### config.mk
export PLATFORM = sky130hd
export DESIGN_NAME = rv_core
export DESIGN_NICKNAME = d
export VERILOG_FILES = /design/src/hdl/rv_pkg.sv /design/src/hdl/rv_regfile.sv /design/src/hdl/rv_decode.sv /design/src/hdl/rv_execute.sv /design/src/hdl/axil_port.sv /design/src/hdl/rv_ctrl.sv /design/src/hdl/rv_core.sv
export SDC_FILE = /design/constraint.sdc
export NUM_CORES = 2
export LEC_CHECK = 0
export BUFFER_PORTS_ARGS = -buffer_cell sky130_fd_sc_hd__clkbuf_2
export CORE_MARGIN = 2
export CORE_UTILIZATION = 45
export DETAILED_ROUTE_END_ITERATION = 8
export MAX_ROUTING_LAYER = met4
export PLACE_DENSITY = 0.71
export SLEW_MARGIN = 20
export SYNTH_ARGS = -nofsm -noshare
export SYNTH_HDL_FRONTEND = slang
export SYNTH_SLANG_ARGS = --single-unit
### constraint.sdc
create_clock -name clk -period 40.1 [get_ports clk]
set_input_delay 6.015 -clock clk [delete_from_list [all_inputs] [get_ports clk]]
set_output_delay 6.015 -clock clk [all_outputs]
set_load 0.005 [all_outputs]
### src/hdl/rv_pkg.sv
// ======================================================================
// RV32I subset only. No CSR, no traps, word-wide memory access.
// AXI4-Lite response codes are not carried, so bus errors go unseen.
// ======================================================================
package rv_pkg;

    localparam int xlen = 32;

    typedef logic [xlen-1:0] word_t;
    typedef logic [4:0]      reg_idx_t;

    // major opcodes that the core executes
    typedef enum logic [6:0] {
        opc_op     = 7'b0110011,
        opc_op_imm = 7'b0010011,
        opc_load   = 7'b0000011,
        opc_store  = 7'b0100011,
        opc_branch = 7'b1100011,
        opc_jal    = 7'b1101111,
        opc_jalr   = 7'b1100111,
        opc_lui    = 7'b0110111,
        opc_auipc  = 7'b0010111
    } opcode_t;

    typedef enum logic [3:0] {
        alu_add, alu_sub, alu_sll, alu_slt, alu_sltu,
        alu_xor, alu_srl, alu_sra, alu_or, alu_and
    } alu_op_t;

    typedef struct packed {
        reg_idx_t   rd;
        reg_idx_t   rs1;
        reg_idx_t   rs2;
        word_t      imm;       // already sign extended
        logic [2:0] funct3;
        alu_op_t    alu_op;
        logic       use_imm;   // operand b from imm instead of rs2
        logic       use_pc;    // operand a from pc
        logic       zero_a;    // operand a forced to zero (lui)
        logic       is_branch;
        logic       is_jal;
        logic       is_jalr;
        logic       is_load;
        logic       is_store;
        logic       writes_rd;
    } decoded_t;

    // master side of the bus
    typedef struct packed {
        word_t             araddr;
        logic              arvalid;
        logic              rready;
        word_t             awaddr;
        logic              awvalid;
        word_t             wdata;
        logic [xlen/8-1:0] wstrb;
        logic              wvalid;
        logic              bready;
    } axil_req_t;

    typedef struct packed {
        logic  arready;
        word_t rdata;
        logic  rvalid;
        logic  awready;
        logic  wready;
        logic  bvalid;
    } axil_resp_t;

    typedef struct packed {
        word_t addr;
        word_t wdata;
        logic  write;  // 1 = store
    } mem_req_t;

endpackage

### src/hdl/rv_regfile.sv
// ======================================================================
// 32 x 32 registers, x0 hard-wired to zero.
// ======================================================================
module rv_regfile (
    input  logic             clk,
    input  logic             reset,
    input  rv_pkg::reg_idx_t rs1,
    input  rv_pkg::reg_idx_t rs2,
    input  rv_pkg::reg_idx_t rd,
    input  logic             we,
    input  rv_pkg::word_t    wdata,
    output rv_pkg::word_t    rdata1,
    output rv_pkg::word_t    rdata2
);
    import rv_pkg::*;

    word_t regs [32];

    always_ff @(posedge clk or posedge reset) begin
        if (reset) begin
            for (int i = 0; i < 32; i++)
                regs[i] <= '0;
        end else if (we && rd != 5'd0) begin
            regs[rd] <= wdata;  // x0 writes dropped
        end
    end

    assign rdata1 = (rs1 == 5'd0) ? '0 : regs[rs1];
    assign rdata2 = (rs2 == 5'd0) ? '0 : regs[rs2];

endmodule

### src/hdl/rv_decode.sv
// ======================================================================
// Unknown opcodes decode to a no-op: no write, no memory, no jump.
// ======================================================================
module rv_decode (
    input  rv_pkg::word_t    ir,
    output rv_pkg::decoded_t dec
);
    import rv_pkg::*;

    opcode_t    opc;
    logic [6:0] funct7;
    alu_op_t    arith_op;

    assign opc    = opcode_t'(ir[6:0]);
    assign funct7 = ir[31:25];

    // funct3/funct7 to ALU op, shared by OP and OP-IMM
    always_comb begin
        case (ir[14:12])
            3'b000:  arith_op = (opc == opc_op && funct7[5]) ? alu_sub : alu_add;
            3'b001:  arith_op = alu_sll;
            3'b010:  arith_op = alu_slt;
            3'b011:  arith_op = alu_sltu;
            3'b100:  arith_op = alu_xor;
            3'b101:  arith_op = funct7[5] ? alu_sra : alu_srl;
            3'b110:  arith_op = alu_or;
            default: arith_op = alu_and;
        endcase
    end

    always_comb begin
        dec        = '0;
        dec.rd     = ir[11:7];
        dec.rs1    = ir[19:15];
        dec.rs2    = ir[24:20];
        dec.funct3 = ir[14:12];
        dec.alu_op = alu_add;
        case (opc)
            opc_op: begin
                dec.alu_op    = arith_op;
                dec.writes_rd = 1'b1;
            end
            opc_op_imm: begin
                dec.imm       = {{20{ir[31]}}, ir[31:20]};
                dec.alu_op    = arith_op;
                dec.use_imm   = 1'b1;
                dec.writes_rd = 1'b1;
            end
            opc_load, opc_jalr: begin
                dec.imm       = {{20{ir[31]}}, ir[31:20]};
                dec.use_imm   = 1'b1;
                dec.is_load   = (opc == opc_load);
                dec.is_jalr   = (opc == opc_jalr);
                dec.writes_rd = 1'b1;
            end
            opc_store: begin
                dec.imm      = {{20{ir[31]}}, ir[31:25], ir[11:7]};
                dec.use_imm  = 1'b1;
                dec.is_store = 1'b1;
            end
            opc_branch: begin  // alu forms the target, compare is separate
                dec.imm       = {{20{ir[31]}}, ir[7], ir[30:25], ir[11:8], 1'b0};
                dec.use_imm   = 1'b1;
                dec.use_pc    = 1'b1;
                dec.is_branch = 1'b1;
            end
            opc_jal: begin
                dec.imm       = {{12{ir[31]}}, ir[19:12], ir[20], ir[30:21], 1'b0};
                dec.use_imm   = 1'b1;
                dec.use_pc    = 1'b1;
                dec.is_jal    = 1'b1;
                dec.writes_rd = 1'b1;
            end
            opc_lui, opc_auipc: begin
                dec.imm       = {ir[31:12], 12'b0};
                dec.use_imm   = 1'b1;
                dec.zero_a    = (opc == opc_lui);
                dec.use_pc    = (opc == opc_auipc);
                dec.writes_rd = 1'b1;
            end
            default: ;  // retires as a no-op
        endcase
    end

endmodule

### src/hdl/rv_execute.sv
// ======================================================================
// Purely combinational. Also picks the register write value.
// ======================================================================
module rv_execute (
    input  rv_pkg::decoded_t dec,
    input  rv_pkg::word_t    pc,
    input  rv_pkg::word_t    rdata1,
    input  rv_pkg::word_t    rdata2,
    output rv_pkg::word_t    mem_addr,
    output rv_pkg::word_t    store_data,
    output rv_pkg::word_t    next_pc,
    output rv_pkg::word_t    wb_data
);
    import rv_pkg::*;

    word_t      op_a, op_b, alu_res, pc_plus4;
    logic [4:0] shamt;
    logic       taken;

    assign pc_plus4 = pc + 32'd4;
    assign shamt    = op_b[4:0];

    always_comb begin
        if (dec.zero_a)
            op_a = '0;
        else if (dec.use_pc)
            op_a = pc;
        else
            op_a = rdata1;
        op_b = dec.use_imm ? dec.imm : rdata2;
    end

    always_comb begin
        case (dec.alu_op)
            alu_add:  alu_res = op_a + op_b;
            alu_sub:  alu_res = op_a - op_b;
            alu_sll:  alu_res = op_a << shamt;
            alu_slt:  alu_res = {31'b0, $signed(op_a) < $signed(op_b)};
            alu_sltu: alu_res = {31'b0, op_a < op_b};
            alu_xor:  alu_res = op_a ^ op_b;
            alu_srl:  alu_res = op_a >> shamt;
            alu_sra:  alu_res = $unsigned($signed(op_a) >>> shamt);
            alu_or:   alu_res = op_a | op_b;
            alu_and:  alu_res = op_a & op_b;
            default:  alu_res = op_a + op_b;
        endcase
    end

    // branch compare always on the two register values
    always_comb begin
        case (dec.funct3)
            3'b000:  taken = (rdata1 == rdata2);
            3'b001:  taken = (rdata1 != rdata2);
            3'b100:  taken = ($signed(rdata1) < $signed(rdata2));
            3'b101:  taken = ($signed(rdata1) >= $signed(rdata2));
            3'b110:  taken = (rdata1 < rdata2);
            3'b111:  taken = (rdata1 >= rdata2);
            default: taken = 1'b0;
        endcase
    end

    always_comb begin
        if (dec.is_jalr)
            next_pc = {alu_res[31:1], 1'b0};
        else if (dec.is_jal || (dec.is_branch && taken))
            next_pc = alu_res;  // pc + imm
        else
            next_pc = pc_plus4;
    end

    assign wb_data    = (dec.is_jal || dec.is_jalr) ? pc_plus4 : alu_res;  // link value
    assign mem_addr   = alu_res;
    assign store_data = rdata2;

endmodule

### src/hdl/axil_port.sv
// ======================================================================
// One AXI4-Lite transaction at a time. wstrb fixed to all ones,
// rresp and bresp are not looked at.
// ======================================================================
module axil_port (
    input  logic               clk,
    input  logic               reset,
    input  logic               mem_valid,
    input  rv_pkg::mem_req_t   mem_req,
    output logic               mem_ready,
    output logic               mem_done,
    output rv_pkg::word_t      mem_rdata,
    output rv_pkg::axil_req_t  axil_req,
    input  rv_pkg::axil_resp_t axil_resp
);
    import rv_pkg::*;

    typedef enum logic [2:0] {st_idle, st_ar, st_r, st_aw_w, st_b} state_t;

    state_t state;
    word_t  addr, wdata;
    logic   aw_pend, w_pend;  // AW and W complete independently
    logic   aw_ok, w_ok;

    assign mem_ready = (state == st_idle);
    assign aw_ok     = !aw_pend || axil_resp.awready;
    assign w_ok      = !w_pend || axil_resp.wready;

    always_comb begin
        axil_req         = '0;
        axil_req.araddr  = addr;
        axil_req.arvalid = (state == st_ar);
        axil_req.rready  = (state == st_r);
        axil_req.awaddr  = addr;
        axil_req.awvalid = aw_pend;
        axil_req.wdata   = wdata;
        axil_req.wstrb   = '1;
        axil_req.wvalid  = w_pend;
        axil_req.bready  = (state == st_b);
    end

    always_ff @(posedge clk or posedge reset) begin
        if (reset) begin
            state    <= st_idle;
            aw_pend  <= 1'b0;
            w_pend   <= 1'b0;
            mem_done <= 1'b0;
        end else begin
            mem_done <= 1'b0;  // single-cycle pulse
            case (state)
                st_idle: begin
                    if (mem_valid) begin
                        state   <= mem_req.write ? st_aw_w : st_ar;
                        aw_pend <= mem_req.write;
                        w_pend  <= mem_req.write;
                    end
                end
                st_ar:   if (axil_resp.arready) state <= st_r;
                st_r: begin
                    if (axil_resp.rvalid) begin
                        mem_done <= 1'b1;
                        state    <= st_idle;
                    end
                end
                st_aw_w: begin
                    if (axil_resp.awready)
                        aw_pend <= 1'b0;
                    if (axil_resp.wready)
                        w_pend <= 1'b0;
                    if (aw_ok && w_ok)
                        state <= st_b;
                end
                st_b: begin
                    if (axil_resp.bvalid) begin
                        mem_done <= 1'b1;
                        state    <= st_idle;
                    end
                end
                default: state <= st_idle;
            endcase
        end
    end

    always_ff @(posedge clk) begin
        if (state == st_idle && mem_valid) begin
            addr  <= mem_req.addr;
            wdata <= mem_req.wdata;
        end
        if (state == st_r && axil_resp.rvalid)
            mem_rdata <= axil_resp.rdata;
    end

    a_ar_hold: assert property (@(posedge clk) disable iff (reset)
        axil_req.arvalid && !axil_resp.arready |=>
            axil_req.arvalid && $stable(axil_req.araddr));
    a_aw_hold: assert property (@(posedge clk) disable iff (reset)
        axil_req.awvalid && !axil_resp.awready |=>
            axil_req.awvalid && $stable(axil_req.awaddr));

endmodule

### src/hdl/rv_ctrl.sv
// ======================================================================
// Sequencer: fetch, execute, then memory for loads and stores only.
// ======================================================================
module rv_ctrl #(
    parameter rv_pkg::word_t reset_pc = 32'h0000_0000
) (
    input  logic             clk,
    input  logic             reset,
    input  rv_pkg::decoded_t dec,
    input  rv_pkg::word_t    mem_addr,
    input  rv_pkg::word_t    store_data,
    input  rv_pkg::word_t    next_pc,
    input  rv_pkg::word_t    wb_data,
    input  logic             mem_ready,
    input  logic             mem_done,
    input  rv_pkg::word_t    mem_rdata,
    output logic             mem_valid,
    output rv_pkg::mem_req_t mem_req,
    output rv_pkg::word_t    ir,
    output rv_pkg::word_t    pc,
    output logic             rd_we,
    output rv_pkg::word_t    rd_wdata,
    output logic             retire
);
    import rv_pkg::*;

    typedef enum logic [1:0] {st_fetch, st_exec, st_mem} state_t;

    state_t state;
    logic   sent;    // bus request already handed over in this phase
    logic   is_mem;

    assign is_mem    = dec.is_load | dec.is_store;
    assign mem_valid = (state == st_fetch || state == st_mem) && !sent;

    always_comb begin
        mem_req = '0;
        if (state == st_mem) begin
            mem_req.addr  = mem_addr;
            mem_req.wdata = store_data;
            mem_req.write = dec.is_store;
        end else begin
            mem_req.addr = pc;  // instruction fetch
        end
    end

    assign retire   = (state == st_exec && !is_mem) || (state == st_mem && mem_done);
    assign rd_we    = retire && dec.writes_rd;
    assign rd_wdata = dec.is_load ? mem_rdata : wb_data;

    always_ff @(posedge clk or posedge reset) begin
        if (reset) begin
            state <= st_fetch;
            sent  <= 1'b0;
            pc    <= reset_pc;
        end else begin
            if (mem_valid && mem_ready)
                sent <= 1'b1;
            case (state)
                st_fetch: begin
                    if (mem_done) begin
                        sent  <= 1'b0;
                        state <= st_exec;
                    end
                end
                st_exec: begin
                    if (is_mem) begin
                        state <= st_mem;
                    end else begin
                        pc    <= next_pc;
                        state <= st_fetch;
                    end
                end
                st_mem: begin
                    if (mem_done) begin
                        sent  <= 1'b0;
                        pc    <= next_pc;
                        state <= st_fetch;
                    end
                end
                default: state <= st_fetch;
            endcase
        end
    end

    always_ff @(posedge clk) begin
        if (state == st_fetch && mem_done)
            ir <= mem_rdata;
    end

    // an instruction retires only once its bus traffic is over
    a_retire_no_req: assert property (@(posedge clk) disable iff (reset)
        !(retire && mem_valid));

endmodule

### src/hdl/rv_core.sv
// ======================================================================
// Multi-cycle core, one instruction in flight, one AXI4-Lite master.
// ======================================================================
module rv_core #(
    parameter rv_pkg::word_t reset_pc = 32'h0000_0000
) (
    input  logic               clk,
    input  logic               reset,
    output rv_pkg::axil_req_t  m_axil_req,
    input  rv_pkg::axil_resp_t m_axil_resp,
    output logic               retire
);
    import rv_pkg::*;

    decoded_t dec;
    mem_req_t mem_req;
    word_t    ir, pc;
    word_t    mem_addr, store_data, next_pc, wb_data;
    word_t    mem_rdata, rd_wdata;
    word_t    rdata1, rdata2;
    logic     mem_valid, mem_ready, mem_done;
    logic     rd_we;

    rv_ctrl #(.reset_pc(reset_pc)) u_ctrl (
        .clk(clk), .reset(reset), .dec(dec),
        .mem_addr(mem_addr), .store_data(store_data), .next_pc(next_pc), .wb_data(wb_data),
        .mem_ready(mem_ready), .mem_done(mem_done), .mem_rdata(mem_rdata),
        .mem_valid(mem_valid), .mem_req(mem_req), .ir(ir), .pc(pc),
        .rd_we(rd_we), .rd_wdata(rd_wdata), .retire(retire)
    );

    axil_port u_port (
        .clk(clk), .reset(reset), .mem_valid(mem_valid), .mem_req(mem_req),
        .mem_ready(mem_ready), .mem_done(mem_done), .mem_rdata(mem_rdata),
        .axil_req(m_axil_req), .axil_resp(m_axil_resp)
    );

    rv_decode u_decode (.ir(ir), .dec(dec));

    rv_regfile u_regfile (
        .clk(clk), .reset(reset), .rs1(dec.rs1), .rs2(dec.rs2), .rd(dec.rd),
        .we(rd_we), .wdata(rd_wdata), .rdata1(rdata1), .rdata2(rdata2)
    );

    rv_execute u_execute (
        .dec(dec), .pc(pc), .rdata1(rdata1), .rdata2(rdata2),
        .mem_addr(mem_addr), .store_data(store_data), .next_pc(next_pc), .wb_data(wb_data)
    );

endmodule

==> out/metrics.yaml <==
post_dp_cell_area_um2: 75800
fin_nets: 6980
drtPass1Iterations: 8
vdd_drop_max_uv: 38.4
grt_overflow: 0
async_flop_share: 0.893
yosysSeqAreaShare: 0.411
cts_root_buffer: "clkbuf_16"
start_kind: "flip-flop"
netlist_instances: 7046
dp_cells: 8872
die_y_um: 410
numClockSinks: 1193
clock_path_buffers: 3
use_met2: 0.503
drt-initial-drc-count: 9360
tritoncts: "done"
yosysUniqueCellTypes: 126
die_area_um2: 168000
syn-cell-area_um2: 74200
max_freq_mhz: 103
fin_area_um2: 80200
setup_ws_ns: 30.41
start_util: 0.452
die_x_um: 410
tns_ns: 0
ff2ff_setup_slack_ns: 30.41
ioPinCount: 145
synth_edf_count: 128
power_density_nw_per_um2: 42.7
post-route-min-period_ns: 9.69
end_kind: "flip-flop"
yosysTopAreaCellShare: 0.359
vias: 62786
routed_via_density: 6.89
stdcell_count: 9108
busiest_layer: "met2"
drt-total-wl_um: 295000
port_buffers: 140
ant_nets: 0
cts_hold_buf: 0
worst_pin_slew_ns: 1.33
post_cts_buffers: 0
min_path_type: "flip-flop to flip-flop"
numCtsBuffers: 121
fillCellCount: 14652
grt_usage: 0.355
globalplace.congestion: 1.11
synth_area_leader_cell: "dfrtp_1"
yosysMostFrequentCell: "dfrtp_1"
hpwlAfterDp_um: 201000
use_met3: 0.100
worstPathMaxFanout: 109
synth.area.top_cells: "dfrtp_1, mux4_2, edfxtp_1"
drive_above_1_share: 0.212
leakagePower_nw: 34.1
drv_cap: 0
grt_pass1_wl_um: 425000
synth_commonest_cells: "dfrtp_1, nand2_1, nor2_1"
post-place-ws_ns: 30.39
setup_violations: 0
drc: 0
hold_viol_final: 0
outcome: "completed"
grt_max_degree: 203
yosys_warnings: 0
cp.required_ns: 40.86
grt_antenna_before_repair: 15
rows: 149
maxSlewViolCount: 0
ys_ff_latch: 1193
grt_pass1_vias: 59753
syn_to_final_growth_pct: 8.03
insertion_delay_ns: 0.83
finalClockSkew_ns: 0.0661
rsz0062_at_grt: "no"
slew_headroom: 0.108
period_share: 0.242
post_cts_resized: 0
ys.flop_type: "dfrtp_1"
coreArea_um2: 164000
crit_type: "flip-flop to flip-flop"
cp_data_arrival_time_ns: 10.44
wire_per_inst_um: 32.4
syn_area_per_cell_um2: 10.5
clkSlewWorstSetupHoldPaths_ns: 0.07
met1_usage: 0.447
cts_max_level: 3
## cell usage in the layout (no fill, tap or decap), drive strengths merged, types with 187 or more instances in the layout
| cell type | count |
|---|---|
| dfrtp | 1065 |
| nand2 | 753 |
| o21ai | 620 |
| nor2 | 578 |
| a21oi | 492 |
| mux4 | 424 |
| mux2i | 352 |
| clkbuf | 311 |
| mux2 | 257 |
| buf | 202 |
| a22oi | 187 |
## layer usage
metal / vias to the layer above / part of all wire
li1: 25784 / -
met1: 31472 / 0.37
met2: 4481 / 0.43
met3: 1049 / 0.12
met4: 0 / 0.076
met5: - / 0
## state kept, by name, summed over array words and instances, names as in the netlist
register and count:
u_ctrl.pc 32, u_port.addr 32, u_ctrl.sent 1, u_port.state 3, u_regfile.regs 1024, u_port.w_pend 1
u_port.mem_rdata 32, u_ctrl.ir 32, u_ctrl.state 2, u_port.mem_done 1, u_port.wdata 32, u_port.aw_pend 1
## worst paths after layout
path,startpoint,endpoint,cells after the start
worst min register to register,u_regfile.regs[1013],u_regfile.regs[1013],0
worst max-delay path,u_ctrl.ir[16],u_regfile.regs[543],23
max in group asynchronous,reset,u_regfile.regs[314],6
min in group asynchronous,reset,u_regfile.regs[579],2
worst max register to register,u_ctrl.ir[16],u_regfile.regs[543],23
worst min-delay path,u_regfile.regs[1013],u_regfile.regs[1013],0
## worst max-delay path: stages, from the launching register on
cell and delay (ns):
edfxtp_1 0.32, buf_4 0.57, buf_4 0.56, buf_4 0.58, buf_12 0.60, mux4_1 0.65
o22a_1 0.25, o221ai_1 0.11, o41a_1 0.50, inv_1 0.17, ha_1 0.46, or3b_2 0.54
nand4b_1 0.33, nor3_1 0.20, o21ai_0 0.32, buf_4 0.27, a2111oi_0 0.78, o221a_2 0.34
o41ai_1 0.08, xnor2_1 0.16, o2111ai_1 0.25, o22ai_1 0.22, o21ai_4 0.79, mux2_2 0.32
## area by class of cell
cell class	count	area, µm²	area share
antenna	10	25.0	0.000312
clock buffer	171	3620	0.0452
clock inverter	52	717	0.00894
inverter	127	489	0.00610
multi-input combinational	5024	39700	0.496
sequential	1193	30500	0.380
tap	2189	2740	0.0341
timing repair buffer	342	2380	0.0297
## per-stage QoR
step	hold slack (ns)	utilization	power [mW]
global route	0.412	0.488	3.52
global placement	0.376	0.461	2.17
finish	0.399	0.488	3.43
detailed placement	0.384	0.461	2.17
CTS	0.398	0.487	3.39
floorplan	0.417	-	1.88
## logic make-up (layout without fill, tap and decap cells)
group / after synthesis / after routing / share of synthesized area
flops: 1193 / 1193 / 0.411
simple gates: 1840 / 1840 / 0.112
compound gates: 1967 / 1967 / 0.174
fa+ha+maj: 132 / 132 / 0.0224
buf+inv: 832 / 692 / 0.0595
xor+xnor: 48 / 48 / 0.00566
mux: 1033 / 1033 / 0.216
other cells: 1 / 14 / 0.0000505
## where the power goes
group          switching (mW)  total [mW]  leakage, nW  internal [mW]
registers              0.0408        1.30         16.0           1.26
clock network           0.530        1.23         2.11          0.703
logic                   0.649       0.895         16.0          0.246
(Power assumes the default switching activity.)
